### config.mk
export PLATFORM = sky130hd
export DESIGN_NAME = isp_top
export DESIGN_NICKNAME = d
export VERILOG_FILES = /design/src/verilog/isp_video_pkg.sv /design/src/verilog/isp_ctrl_pkg.sv /design/src/verilog/isp_window_3x3.sv /design/src/verilog/isp_dpc.sv /design/src/verilog/isp_gauss.sv /design/src/verilog/isp_top.sv
export SDC_FILE = /design/constraint.sdc
export NUM_CORES = 1
export LEC_CHECK = 0
export ABC_AREA = 1
export BUFFER_PORTS_ARGS = -buffer_cell sky130_fd_sc_hd__buf_2
export CELL_PAD_IN_SITES_DETAIL_PLACEMENT = 1
export CELL_PAD_IN_SITES_GLOBAL_PLACEMENT = 2
export CORE_ASPECT_RATIO = 2
export CORE_MARGIN = 1.5
export CORE_UTILIZATION = 35
export DETAILED_ROUTE_END_ITERATION = 8
export PLACE_DENSITY_LB_ADDON = 0.05
export SLEW_MARGIN = 5
export SYNTH_ARGS = -nofsm -noshare
export SYNTH_HDL_FRONTEND = slang
export SYNTH_SLANG_ARGS = --single-unit
### constraint.sdc
create_clock -name pixel_clk -period 14.95 [get_ports pixel_clk]
set_input_delay 0.7475 -clock pixel_clk [delete_from_list [all_inputs] [get_ports pixel_clk]]
set_output_delay 0.7475 -clock pixel_clk [all_outputs]
set_load 0.01 [all_outputs]
### src/verilog/isp_video_pkg.sv
package isp_video_pkg;

    // frame geometry, kept small for whole-frame simulation
    localparam int PIX_WIDTH  = 10;
    localparam int IMG_WIDTH  = 16;
    localparam int IMG_HEIGHT = 8;

    typedef logic [PIX_WIDTH-1:0]           pix_t;
    typedef logic [$clog2(IMG_WIDTH)-1:0]   col_t;
    typedef logic [$clog2(IMG_HEIGHT)-1:0]  row_t;

    // weighted sum of nine pixels, weights up to 16 in total
    typedef logic [PIX_WIDTH+3:0]           sum_t;

    // one stream beat
    typedef struct packed {
        pix_t data;
        logic user;
        logic last;
        logic valid;
    } pix_beat_t;

    // pRC is row R, column C; p22 is the newest pixel
    typedef struct packed {
        pix_t p00;
        pix_t p01;
        pix_t p02;
        pix_t p10;
        pix_t p11;
        pix_t p12;
        pix_t p20;
        pix_t p21;
        pix_t p22;
        logic user;
        logic last;
        logic valid;
    } win3x3_t;

endpackage

### src/verilog/isp_ctrl_pkg.sv
package isp_ctrl_pkg;

    import isp_video_pkg::*;

    // correction threshold in pixel units
    typedef logic [PIX_WIDTH-1:0] thresh_t;

    // per-stage controls, sampled once at the top
    typedef struct packed {
        logic    dpc_en;
        thresh_t dpc_threshold;
        logic    gauss_en;
    } isp_cfg_t;

endpackage

### src/verilog/isp_window_3x3.sv
`timescale 1ns/1ps

module isp_window_3x3
    import isp_video_pkg::*;
(
    input  logic      pixel_clk,
    input  logic      rst_n,
    input  logic      adv,
    input  pix_beat_t pix_in,
    output win3x3_t   win_out
);

    // previous two rows, line_buf1 is row r-1
    pix_t line_buf1 [IMG_WIDTH];
    pix_t line_buf2 [IMG_WIDTH];

    col_t col_cnt;
    row_t row_cnt;
    col_t cur_col;
    row_t cur_row;

    // incoming column, top to bottom
    pix_t col_new [3];

    // registered window, [row][col]
    pix_t tap [3][3];
    logic win_valid;
    logic win_user;
    logic win_last;

    // start of frame forces position zero for this beat
    assign cur_col = pix_in.user ? '0 : col_cnt;
    assign cur_row = pix_in.user ? '0 : row_cnt;

    // rows above the frame read zero
    always_comb
    begin
        col_new[0] = (cur_row >= row_t'(2)) ? line_buf2[cur_col] : '0;
        col_new[1] = (cur_row >= row_t'(1)) ? line_buf1[cur_col] : '0;
        col_new[2] = pix_in.data;
    end

    always_ff @(posedge pixel_clk or negedge rst_n)
    begin
        if (!rst_n)
        begin
            col_cnt   <= '0;
            row_cnt   <= '0;
            win_valid <= 1'b0;
        end
        else if (adv)
        begin
            win_valid <= pix_in.valid;
            if (pix_in.valid)
            begin
                if (pix_in.last)
                begin
                    col_cnt <= '0;
                    row_cnt <= cur_row + row_t'(1);
                end
                else
                begin
                    col_cnt <= cur_col + col_t'(1);
                    row_cnt <= cur_row;
                end
            end
        end
    end

    always_ff @(posedge pixel_clk)
    begin
        if (adv)
        begin
            win_user <= pix_in.user;
            win_last <= pix_in.last;
            if (pix_in.valid)
            begin
                line_buf2[cur_col] <= line_buf1[cur_col];
                line_buf1[cur_col] <= pix_in.data;
                // columns left of the frame read zero
                for (int r = 0; r < 3; r++)
                begin
                    tap[r][0] <= (cur_col >= col_t'(2)) ? tap[r][1] : '0;
                    tap[r][1] <= (cur_col >= col_t'(1)) ? tap[r][2] : '0;
                    tap[r][2] <= col_new[r];
                end
            end
        end
    end

    always_comb
    begin
        win_out.p00   = tap[0][0];
        win_out.p01   = tap[0][1];
        win_out.p02   = tap[0][2];
        win_out.p10   = tap[1][0];
        win_out.p11   = tap[1][1];
        win_out.p12   = tap[1][2];
        win_out.p20   = tap[2][0];
        win_out.p21   = tap[2][1];
        win_out.p22   = tap[2][2];
        win_out.user  = win_user;
        win_out.last  = win_last;
        win_out.valid = win_valid;
    end

endmodule

### src/verilog/isp_dpc.sv
`timescale 1ns/1ps

module isp_dpc
    import isp_video_pkg::*;
    import isp_ctrl_pkg::*;
(
    input  logic      pixel_clk,
    input  logic      rst_n,
    input  logic      adv,
    input  isp_cfg_t  cfg,
    input  win3x3_t   win_in,
    output pix_beat_t pix_out
);

    pix_t nb [8];
    pix_t nb_min;
    pix_t nb_max;
    sum_t orth_sum;

    // stage one
    pix_t s1_min;
    pix_t s1_max;
    pix_t s1_mean;
    pix_t s1_centre;
    logic s1_user;
    logic s1_last;
    logic s1_valid;

    // stage two
    logic [PIX_WIDTH:0] hi_limit;
    logic [PIX_WIDTH:0] lo_check;
    logic is_hot;
    logic is_cold;
    pix_t out_data;
    logic out_user;
    logic out_last;
    logic out_valid;

    // range of the eight neighbours around p11
    always_comb
    begin
        nb[0] = win_in.p00;
        nb[1] = win_in.p01;
        nb[2] = win_in.p02;
        nb[3] = win_in.p10;
        nb[4] = win_in.p12;
        nb[5] = win_in.p20;
        nb[6] = win_in.p21;
        nb[7] = win_in.p22;
        nb_min = nb[0];
        nb_max = nb[0];
        for (int i = 1; i < 8; i++)
        begin
            if (nb[i] < nb_min)
                nb_min = nb[i];
            if (nb[i] > nb_max)
                nb_max = nb[i];
        end
    end

    assign orth_sum = sum_t'(win_in.p01) + sum_t'(win_in.p10)
                    + sum_t'(win_in.p12) + sum_t'(win_in.p21);

    // one extra bit so threshold addition cannot wrap
    assign hi_limit = {1'b0, s1_max} + {1'b0, cfg.dpc_threshold};
    assign lo_check = {1'b0, s1_centre} + {1'b0, cfg.dpc_threshold};
    assign is_hot   = {1'b0, s1_centre} > hi_limit;
    assign is_cold  = lo_check < {1'b0, s1_min};

    always_ff @(posedge pixel_clk or negedge rst_n)
    begin
        if (!rst_n)
        begin
            s1_valid  <= 1'b0;
            out_valid <= 1'b0;
        end
        else if (adv)
        begin
            s1_valid  <= win_in.valid;
            out_valid <= s1_valid;
        end
    end

    always_ff @(posedge pixel_clk)
    begin
        if (adv)
        begin
            s1_min    <= nb_min;
            s1_max    <= nb_max;
            s1_mean   <= orth_sum[PIX_WIDTH+1:2];
            s1_centre <= win_in.p11;
            s1_user   <= win_in.user;
            s1_last   <= win_in.last;

            out_data  <= (cfg.dpc_en && (is_hot || is_cold)) ? s1_mean : s1_centre;
            out_user  <= s1_user;
            out_last  <= s1_last;
        end
    end

    assign pix_out = '{data: out_data, user: out_user, last: out_last, valid: out_valid};

endmodule

### src/verilog/isp_gauss.sv
`timescale 1ns/1ps

module isp_gauss
    import isp_video_pkg::*;
    import isp_ctrl_pkg::*;
(
    input  logic      pixel_clk,
    input  logic      rst_n,
    input  logic      adv,
    input  isp_cfg_t  cfg,
    input  win3x3_t   win_in,
    output pix_beat_t pix_out
);

    // stage one, horizontal 1-2-1 per row
    sum_t row0_sum;
    sum_t row1_sum;
    sum_t row2_sum;
    pix_t s1_centre;
    logic s1_user;
    logic s1_last;
    logic s1_valid;

    // stage two, vertical 1-2-1
    sum_t total;
    pix_t out_data;
    logic out_user;
    logic out_last;
    logic out_valid;

    // full-scale window gives 16 * 1023, fits sum_t
    assign total = row0_sum + (row1_sum << 1) + row2_sum;

    always_ff @(posedge pixel_clk or negedge rst_n)
    begin
        if (!rst_n)
        begin
            s1_valid  <= 1'b0;
            out_valid <= 1'b0;
        end
        else if (adv)
        begin
            s1_valid  <= win_in.valid;
            out_valid <= s1_valid;
        end
    end

    always_ff @(posedge pixel_clk)
    begin
        if (adv)
        begin
            row0_sum  <= sum_t'(win_in.p00) + (sum_t'(win_in.p01) << 1) + sum_t'(win_in.p02);
            row1_sum  <= sum_t'(win_in.p10) + (sum_t'(win_in.p11) << 1) + sum_t'(win_in.p12);
            row2_sum  <= sum_t'(win_in.p20) + (sum_t'(win_in.p21) << 1) + sum_t'(win_in.p22);
            s1_centre <= win_in.p11;
            s1_user   <= win_in.user;
            s1_last   <= win_in.last;

            // divide by sixteen, truncating
            out_data  <= cfg.gauss_en ? total[PIX_WIDTH+3:4] : s1_centre;
            out_user  <= s1_user;
            out_last  <= s1_last;
        end
    end

    assign pix_out = '{data: out_data, user: out_user, last: out_last, valid: out_valid};

endmodule

### src/verilog/isp_top.sv
`timescale 1ns/1ps

module isp_top
    import isp_video_pkg::*;
    import isp_ctrl_pkg::*;
(
    input  logic    pixel_clk,
    input  logic    rst_n,
    input  pix_t    s_axis_tdata,
    input  logic    s_axis_tuser,
    input  logic    s_axis_tlast,
    input  logic    s_axis_tvalid,
    output logic    s_axis_tready,
    output pix_t    m_axis_tdata,
    output logic    m_axis_tuser,
    output logic    m_axis_tlast,
    output logic    m_axis_tvalid,
    input  logic    m_axis_tready,
    input  logic    dpc_en,
    input  thresh_t dpc_threshold,
    input  logic    gauss_en
);

    logic      adv;
    isp_cfg_t  cfg;
    pix_t      in_data;
    logic      in_user;
    logic      in_last;
    logic      in_valid;
    pix_beat_t in_beat;
    win3x3_t   dpc_win;
    pix_beat_t dpc_beat;
    win3x3_t   gauss_win;
    pix_beat_t gauss_beat;

    // whole pipeline moves only when the sink takes a beat
    assign adv           = m_axis_tready;
    assign s_axis_tready = m_axis_tready;

    // config sampled every clock
    always_ff @(posedge pixel_clk or negedge rst_n)
    begin
        if (!rst_n)
            cfg <= '0;
        else
            cfg <= '{dpc_en: dpc_en, dpc_threshold: dpc_threshold, gauss_en: gauss_en};
    end

    always_ff @(posedge pixel_clk or negedge rst_n)
    begin
        if (!rst_n)
            in_valid <= 1'b0;
        else if (adv)
            in_valid <= s_axis_tvalid;
    end

    always_ff @(posedge pixel_clk)
    begin
        if (adv)
        begin
            in_data <= s_axis_tdata;
            in_user <= s_axis_tuser;
            in_last <= s_axis_tlast;
        end
    end

    assign in_beat = '{data: in_data, user: in_user, last: in_last, valid: in_valid};

    isp_window_3x3 u_dpc_window (
        .pixel_clk (pixel_clk),
        .rst_n     (rst_n),
        .adv       (adv),
        .pix_in    (in_beat),
        .win_out   (dpc_win)
    );

    isp_dpc u_dpc (
        .pixel_clk (pixel_clk),
        .rst_n     (rst_n),
        .adv       (adv),
        .cfg       (cfg),
        .win_in    (dpc_win),
        .pix_out   (dpc_beat)
    );

    isp_window_3x3 u_gauss_window (
        .pixel_clk (pixel_clk),
        .rst_n     (rst_n),
        .adv       (adv),
        .pix_in    (dpc_beat),
        .win_out   (gauss_win)
    );

    isp_gauss u_gauss (
        .pixel_clk (pixel_clk),
        .rst_n     (rst_n),
        .adv       (adv),
        .cfg       (cfg),
        .win_in    (gauss_win),
        .pix_out   (gauss_beat)
    );

    assign m_axis_tdata  = gauss_beat.data;
    assign m_axis_tuser  = gauss_beat.user;
    assign m_axis_tlast  = gauss_beat.last;
    assign m_axis_tvalid = gauss_beat.valid;

endmodule

# [Word level (Yosys, flattened, before mapping)]
# Memory sizes are Yosys's and may differ from the RTL's.
# Cells that the tools add are included.
[word_totals] mem_bits_ro=0 ram_bits=820 ff_bits=168 latch_bits=0 out_inout_bits=14 elab_cells=136 mem_count=6
[mem_list] memory="u_dpc_window.line_buf1" words=16 width=10 read_ports=1 rd_ports_with_merged_regs=0 wr=1 line_no="isp_window_3x3.sv:14" text="pix_t line_buf1 [IMG_WIDTH];"
[mem_list] memory="u_dpc_window.line_buf2" words=16 width=10 read_ports=1 rd_ports_with_merged_regs=0 wr=1 line_no="isp_window_3x3.sv:15" text="pix_t line_buf2 [IMG_WIDTH];"
[mem_list] memory="u_gauss_window.line_buf1" words=16 width=10 read_ports=1 rd_ports_with_merged_regs=0 wr=1 line_no="isp_window_3x3.sv:14"
[mem_list] memory="u_gauss_window.line_buf2" words=16 width=10 read_ports=1 rd_ports_with_merged_regs=0 wr=1 line_no="isp_window_3x3.sv:15"
[mem_list] memory="u_dpc_window.tap" words=3 width=30 read_ports=3 rd_ports_with_merged_regs=0 wr=3 line_no="isp_window_3x3.sv:26" text="pix_t tap [3][3];"
[mem_list] memory="u_gauss_window.tap" words=3 width=30 read_ports=3 rd_ports_with_merged_regs=0 wr=3 line_no="isp_window_3x3.sv:26"
[classes] shift=0 n_eq_ne=0 n_reduce_logical=4 n_div=0 order_cmp=24 n_bitwise=0 n_addsub=17 multipliers=0 n_mux=46
[op_table] cell="$mux 10" count=32
[op_table] cell="$gt 10x10->1" count=7
[op_table] cell="$lt 10x10->1" count=7
[op_table] cell="$add 10x11->12" count=3
[op_table] cell="$add 10x10->11" count=3
[op_table] cell="$add 14x10->14" count=2
[op_table] cell="$add 14x14->14" count=2
[op_table] cell="$add 12x10->12" count=2
[op_table] cell="$mux 4" count=4
[op_table] cell="$add 12x10->13" count=1
[op_table] cell="$mux 3" count=4
[op_table] cell="$gt 10x11->1" count=1
[op_table] cell="$lt 11x10->1" count=1
[op_table] cell="$add 4x1->4 const B" count=2
[op_table] cell="$ge 4x1->1 const B" count=2
[op_table] cell="$ge 4x2->1 const B" count=2
[op_table] cell="$add 3x1->3 const B" count=2
[op_table] cell="$ge 3x1->1 const B" count=2
[op_table] cell="$ge 3x2->1 const B" count=2
[op_table] cell="$mux 1" count=6
[op_table] cell="$reduce_and 2->1" count=2
[op_table] cell="$logic_and 1x1->1" count=1
[op_table] cell="$logic_or 1x1->1" count=1

# [Longest topological paths before layout]
# Gate-level depths: netlist (run 1).
# An unclocked memory read counts as a cell.
[depth] depth_word=15 mapped_depth=93 ltp_nobuf=84

# [Hierarchy]
# From an unflattened synthesis (run 1), not the netlist that was laid out.
[unflattened] cells_unflattened=4782 hier_area_um2=48352.6
[modules_own_cells] module="isp_window_3x3 at u_dpc_window" cells_each=1540 seq_area_each_um2=12572.1 area_per_inst_um2=17038.8 instances=1
[modules_own_cells] module="isp_window_3x3 at u_gauss_window" cells_each=1544 seq_area_each_um2=12572.1 area_per_inst_um2=16947.5 instances=1
[modules_own_cells] module="isp_dpc" cells_each=1128 seq_area_each_um2=1671.6 area_per_inst_um2=8540.7 instances=1
[modules_own_cells] module="isp_gauss" cells_each=540 seq_area_each_um2=1881.8 area_per_inst_um2=5117.4 instances=1
[modules_own_cells] module="isp_top" cells_each=30 seq_area_each_um2=685.7 area_per_inst_um2=708.2 instances=1

# [Worst setup path before layout (run 1)]
# Ideal clock, no wire load.
[synth_path] path_type="reg-to-reg" start="memory u_dpc_window.tap[0][15] (netlist name)" end="register u_dpc.s1_min[0], data pin" period_less_slack_ns=10.356 setup_ns=0.254 setup_slack_ns=4.594 arrival_time_ns=10.102 required_ns=14.696 stages_incl_launch_ff=68 path_cell_list="edfxtp_1 ha_1 nand2_1 nor2_2 nand3_1 nand3_2 buf_2 clkbuf_1 nand2_1 o21ai_0 ha_1 a21oi_1 o21a_1 nor2_1 a2111oi_0 nand2_1 clkbuf_1 clkbuf_1 [32 not listed] nand2_1 inv_1 nand3_1 a31oi_1 a2111oi_0 nand2_1 inv_2 buf_2 nand2_1 o21ai_1 inv_1 ha_1 nand2_1 nor2_1 a2111oi_0 nand2_1 nand2_1 nand2_1"
[synth_lines] element="from (decl)" line_no="isp_window_3x3.sv:26"
[synth_lines] element="to (signal assigned)" line_no="isp_dpc.sv:88" text="s1_min <= nb_min;"
[synth_lines] element="to (decl)" line_no="isp_dpc.sv:21" text="pix_t s1_min;"

==> results.cfg, run 1 <==
[outcome]
outcome = finished clean

[cts]
clockBufferDepth = 3
numCtsBuffers = 94
clock_latency_ns = 0.72
cts_tree = built
cts_hold_buffers = 0
cts_setup_buffers = 0
clock-sinks = 985
cts_max_level = 3
cts_root_buffer = clkbuf_16
cts_resized = 0
clkTransAtPathRegs_ns = 0.06

[pwr]
powerDensity_nw_per_um2 = 183
vdd_ir_drop_max_v = 0.0000989
leakage_nw = 19.5

[logic_synthesis]
async_reset_ff_share_pct = 3.35
ys_types = 49
syn-cell-area_um2 = 46200
synth_area_leaders = edfxtp_1, ha_1, o21ai_0, nor2_1, nand2_1
synth_ff_type = edfxtp_1
synth_compound_area_share_pct = 10.6
synthCells = 4008
synth_top_area_share_pct = 61.8
yosys.area.top_type = edfxtp_1
ys_seq_area_share_pct = 63.6
synth_fa_ha_area_share_pct = 8.45
synth_mux_area_share_pct = 0.243
synth_simple_gate_area_share_pct = 11.0
synth.net_count = 4325
ys_ff_latch = 985
yosysWarningCount = 0
synthXorXnorAreaFrac_pct = 1.59
postSynthAreaPerCell_um2 = 11.5
synth_top_family_by_area = simple AND/OR/NAND/NOR gates
synth-edff-count = 952

[sta]
timing.final.ws_setup_ns = 1.99
hold_slack_ns = 0.0960
finalCritPeriodShare_pct = 86.7
worstMarginPinSlew_ns = 1.00
drv_slew = 0
fin_tns_setup_ns = 0
skew_ns = 0.0479
slew_headroom_pct = 32.3
timing.final.crit_period_ns = 12.96
grt_setup_unrepaired = no
setup-violations-final = 0
fmax_ghz = 0.0772
hold_viol = 0

[min_path]
hold_path_class = input pin to asynchronous set/reset pin

[global_routing]
grt_pass1_vias = 32900
grt_max_degree = 165
grt-ovfl-total = 0
grt_pass1_wl_um = 219000
antenna_found_initial = 5
grt_usage_pct = 22.4

[critical_path]
crit_path_end_kind = register
slowest_stage = o21ai_0
critPathKind = register to register
cpMostUsedCell = nand2_1
cp_data_arrival_time_ns = 13.39
reg2reg_slack_ns = 1.99
startpoint_type = register
r2r_cells = 50
rr_endpoint = u_dpc.s1_min[3]$_DFFE_PP_
cp_slowest_stage_delay_ns = 0.67
cp_data_required_time_ns = 15.38
critPathMaxFanout = 24
reg2reg_from = u_dpc_window.tap[0][19]$_SDFFCE_PN0P_

[final_layout]
fin_area_um2 = 51900
syn2layout_area_growth_pct = 12.3
drive_gt1_share_pct = 9.93
fillers = 14100
ff_latch_area_um2 = 29400
multi_input_area_um2 = 14900
final_cell_count_no_fill = 5861
nets = 4386

[routing]
wirelength_um = 149000
vias_per_cell = 5.18
via_count = 30400
drtIter0Drc = 1319
routedWlPerCell_um = 25.4
ant_nets = 0
drt-pass1-iter-count = 5
drc = 0

[place]
dp_slack_ns = 1.75
globalplace.congestion = 0.807
dp.cells = 5683
io_buffers = 41
hpwl_um = 104000
dpl_cell_area_um2 = 48800

[die]
dieArea_um2 = 134000
core_um2 = 131000
die_x_um = 260
rows = 188
start_util_pct = 35.2
ios = 42
die_h_um = 517

[run]
max-cap-violations = 0
==> worst max-delay path: cells and delay by family, from the launching register on <==
family,cells,cell delay (ns)
buffers and inverters,6,1.06
adders and majority gates,7,2.35
AOI/OAI and AO/OA,21,5.99
and+or+nand+nor,16,2.79
DFF,1,0.46
==> power by group <==
| group | internal [mW] | switching, mW | leakage, nW | total [mW] |
|---|---|---|---|---|
| clock network | 1.36 | 1.11 | 1.54 | 2.47 |
| registers | 3.47 | 0.208 | 9.21 | 3.68 |
| logic | 1.13 | 2.21 | 8.73 | 3.34 |
| total | 5.97 | 3.53 | 19.5 | 9.49 |
==> per-stage QoR <==
| step | util, % | power [mW] |
|---|---|---|
| final | 39.6 | 9.49 |
| after global routing | 39.6 | 10.2 |
| after CTS | 39.6 | 9.68 |
| after detailed placement | 37.2 | 7.17 |
| after global placement | 37.2 | 7.13 |
| after floorplan | - | 5.92 |
==> state kept, by name, summed over array words and instances, names as in the netlist, 12 cells and up <==
name	cells
u_dpc_window.line_buf1	160
u_dpc_window.line_buf2	160
u_gauss_window.line_buf1	160
u_gauss_window.line_buf2	160
u_dpc_window.tap	90
u_gauss_window.tap	90
u_gauss.row0_sum	13
u_gauss.row2_sum	13
cfg	12
u_gauss.row1_sum	12
==> synth_stat cells, types with 25 or more instances <==
cell type    n
a21oi_1    114
nand3_1     91
ha_1       250
clkbuf_1   146
fa_1        39
dfrtp_1     33
nor2_1     567
edfxtp_1   952
a31oi_1     29
o21ai_0    456
nand2_2     25
inv_1      361
nand2_1    470
xor2_1      56
xnor2_1     28
o22ai_1    168
==> layout make-up <==
class / instances / share of cell area (%)
tap: 1710 / 4.12
antenna: 3 / 0.0145
multi-input combinational: 2484 / 28.7
inverter: 376 / 2.73
clock buffer: 118 / 4.84
timing repair buffer: 128 / 1.71
clock inverter: 57 / 1.23
sequential: 985 / 56.6
==> logic make-up (layout without fill, tap and decap cells) <==
kind of cell             Yosys count  count (layout)
other                              0               3
AO/OA/AOI/OAI                    872             872
AND/OR/NAND/NOR                 1229            1229
buffers and inverters            539             679
XOR/XNOR                          84              84
flip-flops                       985             985
multiplexers                      10              10
adder cells (fa/ha/maj)          289             289
==> how the worst max path moves through the flow <==
stage	startpoint	endpoint	slack (ns)	cells past startpoint
2_1_floorplan	u_dpc_window.tap[0][15]$_SDFFCE_PN0P_	u_dpc.s1_min[0]$_DFFE_PP_	4.59	67
3_3_place_gp	u_dpc_window.tap[0][19]$_SDFFCE_PN0P_	u_dpc.s1_min[3]$_DFFE_PP_	1.78	49
3_5_place_dp	u_dpc_window.tap[0][19]$_SDFFCE_PN0P_	u_dpc.s1_min[8]$_DFFE_PP_	1.75	49
4_1_cts	u_dpc_window.tap[0][19]$_SDFFCE_PN0P_	u_dpc.s1_min[3]$_DFFE_PP_	1.72	49
5_1_grt	u_dpc_window.tap[0][19]$_SDFFCE_PN0P_	u_dpc.s1_min[3]$_DFFE_PP_	0.64	53
6_report	u_dpc_window.tap[0][19]$_SDFFCE_PN0P_	u_dpc.s1_min[3]$_DFFE_PP_	1.99	50
==> layout by cell type (no fill, tap or decap), drive strengths merged, types with 18 or more instances in the layout <==
cell type  synthesis  final
xor2              56     56
inv              370    376
a21oi            114    114
edfxtp           952    952
a31oi             29     29
fa                39     39
nand2            499    499
xnor2             28     28
nand3            114    114
o22ai            168    168
clkinv             6     46
buf               17    128
nor2             578    578
clkbuf           146    118
o21ai            473    473
a22o              20     20
ha               250    250
dfrtp             33     33
a41oi             21     21
nand4             18     18
==> layer usage <==
metal	track usage, %	vias up	wire, um
li1	-	14300	-
met1	21.7	15500	51300
met2	46.9	344	89000
met3	2.52	207	3310
met4	8.01	4	5110
met5	0	-	27
Power figures use the tool's default switching activity.
==> inputs of run 2 (changes only) <==
RECOVER_POWER = 50   (was default)
==> run 2 against run 1 <==
Against the previous run:
- the flow now finishes with violations (max-capacitance violations, max-slew violations)
- global-route usage stayed put
- sequential share of layout area increased by 0.15 points
- utilization shrank 0.10 points
- hold slack better by 0.049 ns
- first-iteration DRC count is 2.0% lower
- non-clock buffer count did not move
- via count fell by 0.16%
- design area fell by 0.26%
- critical path depth increased by 2
- clock skew grew 0.0031 ns
- largest cell class unchanged
==> results.cfg, run 2 (synthesis results as in run 1) <==
[outcome]
outcome = finished with violations
violations = max-capacitance violations, max-slew violations

[critical_path]
cp_data_required_time_ns = 15.38
cp_data_arrival_time_ns = 13.36
startpoint_type = register
critPathMaxFanout = 24
critPathKind = register to register
crit_path_end_kind = register
cp_slowest_stage_delay_ns = 0.68
cpMostUsedCell = nand2_1
slowest_stage = o21ai_0

[cts]
cts_hold_buffers = 0
clock-sinks = 985
clock_latency_ns = 0.72
numCtsBuffers = 94
cts_root_buffer = clkbuf_16
cts_max_level = 3
cts_tree = built
clockBufferDepth = 3
clkTransAtPathRegs_ns = 0.06
cts_resized = 0
cts_setup_buffers = 0

[die]
die_x_um = 260
core_um2 = 131000
rows = 188
dieArea_um2 = 134000
start_util_pct = 35.2
die_h_um = 517
ios = 42

[min_path]
hold_path_class = input pin to register

[final_layout]
multi_input_area_um2 = 14900
ff_latch_area_um2 = 29400
fillers = 14100
layout_common_cells = edfxtp_1, nor2_1, nand2_1
syn2layout_area_growth_pct = 12.0
final_cell_count_no_fill = 5861
final_common_cell = edfxtp_1
drive_gt1_share_pct = 8.78
nets = 4386

[global_routing]
grt_pass1_vias = 32900
grt_pass1_wl_um = 219000
grt_max_degree = 165
antenna_found_initial = 5
grt_usage_pct = 22.4
grt-ovfl-total = 0

[sta]
fin_tns_setup_ns = 0
finalCritPeriodShare_pct = 86.5
hold_viol = 0
grt_setup_unrepaired = no
timing.final.crit_period_ns = 12.94
setup-violations-final = 0
fmax_ghz = 0.0773
drv_slew = 541
slew_headroom_pct = -319
skew_ns = 0.0510
worstMarginPinSlew_ns = 6.28

[routing]
drc = 0
ant_nets = 0
vias_per_cell = 5.18
routedWlPerCell_um = 25.4
drtIter0Drc = 1293
wirelength_um = 149000
via_count = 30300
drt-pass1-iter-count = 4

[pwr]
leakage_nw = 19.4
vdd_ir_drop_max_v = 0.0000989
powerDensity_nw_per_um2 = 183

[place]
hpwl_um = 104000
io_buffers = 41
dp.cells = 5683
globalplace.congestion = 0.807

[run]
max-cap-violations = 12
[run 2: cell types whose count changed in the layout (fill, tap and decap cells not counted), moves of 8 or more]
cell and delta:
clkbuf_1 +29, nor2_1 +15, nor2_2 -14, buf_2 -19
buf_4 -8
[run 2: per-layer routing]
metal	vias up	GRT usage (%)	routed length, um	part of all wire, %
met2	370	46.9	89000	60
met3	206	2.52	3540	2.4
met5	-	0	27	0.018
li1	14300	-	-	-
met4	4	8.01	5210	3.5
met1	15500	21.7	51000	34
[run 2: per-stage QoR]
stage / setup WS, ns / util, % / cell area [um^2] / total power [mW] / hold WS, ns
6_report: 2.01 / 39.5 / 51800 / 9.50 / 0.145
5_1_grt: 0.639 / 39.5 / 51800 / 10.2 / 0.0994
4_1_cts: 1.72 / 39.6 / 51900 / 9.68 / 0.0783
3_3_place_gp: 1.78 / 37.2 / 48800 / 7.13 / 0.403
2_1_floorplan: 4.59 / - / 46200 / 5.92 / 0.400
3_5_place_dp: 1.75 / 37.2 / 48800 / 7.17 / 0.406
[run 2: path summary, 6_finish.rpt]
kind / from / end / slack (ns) / cells past startpoint
worst max-delay path: u_dpc_window.tap[0][19]$_SDFFCE_PN0P_ / u_dpc.s1_min[3]$_DFFE_PP_ / 2.01 / 52
worst min-delay path: dpc_threshold[5] / cfg[6]$_DFF_PN0_ / 0.15 / 1
worst max register to register: u_dpc_window.tap[0][19]$_SDFFCE_PN0P_ / u_dpc.s1_min[3]$_DFFE_PP_ / 2.01 / 52
worst min register to register: u_dpc.s1_last$_DFFE_PP_ / u_dpc.out_last$_DFFE_PP_ / 0.42 / 0
max in group asynchronous: rst_n / u_gauss.out_valid$_DFFE_PN0P_ / 12.62 / 2
min in group asynchronous: rst_n / cfg[0]$_DFF_PN0_ / 0.87 / 2
[run 2: power by group]
part | total, mW | internal [mW] | switching, mW
clock | 2.47 | 1.36 | 1.11
sequential | 3.68 | 3.48 | 0.207
combinational | 3.34 | 1.13 | 2.21
total | 9.50 | 5.97 | 3.53
[run 2: critical path, delay by kind of cell (launching register included)]
kind                       cells  cell delay, ns
and+or+nand+nor               17            2.85
buffers and inverters          7            1.13
adders and majority gates      7            2.34
DFF                            1            0.46
AOI/OAI and AO/OA             21            5.89
[run 2: final cells by class]
class / count / area share [%]
sequential: 985 / 56.8
multi-input combinational: 2484 / 28.7
clock buffer: 118 / 4.85
tap: 1710 / 4.13
inverter: 376 / 2.73
timing repair buffer: 128 / 1.57
clock inverter: 57 / 1.23
antenna: 3 / 0.0145
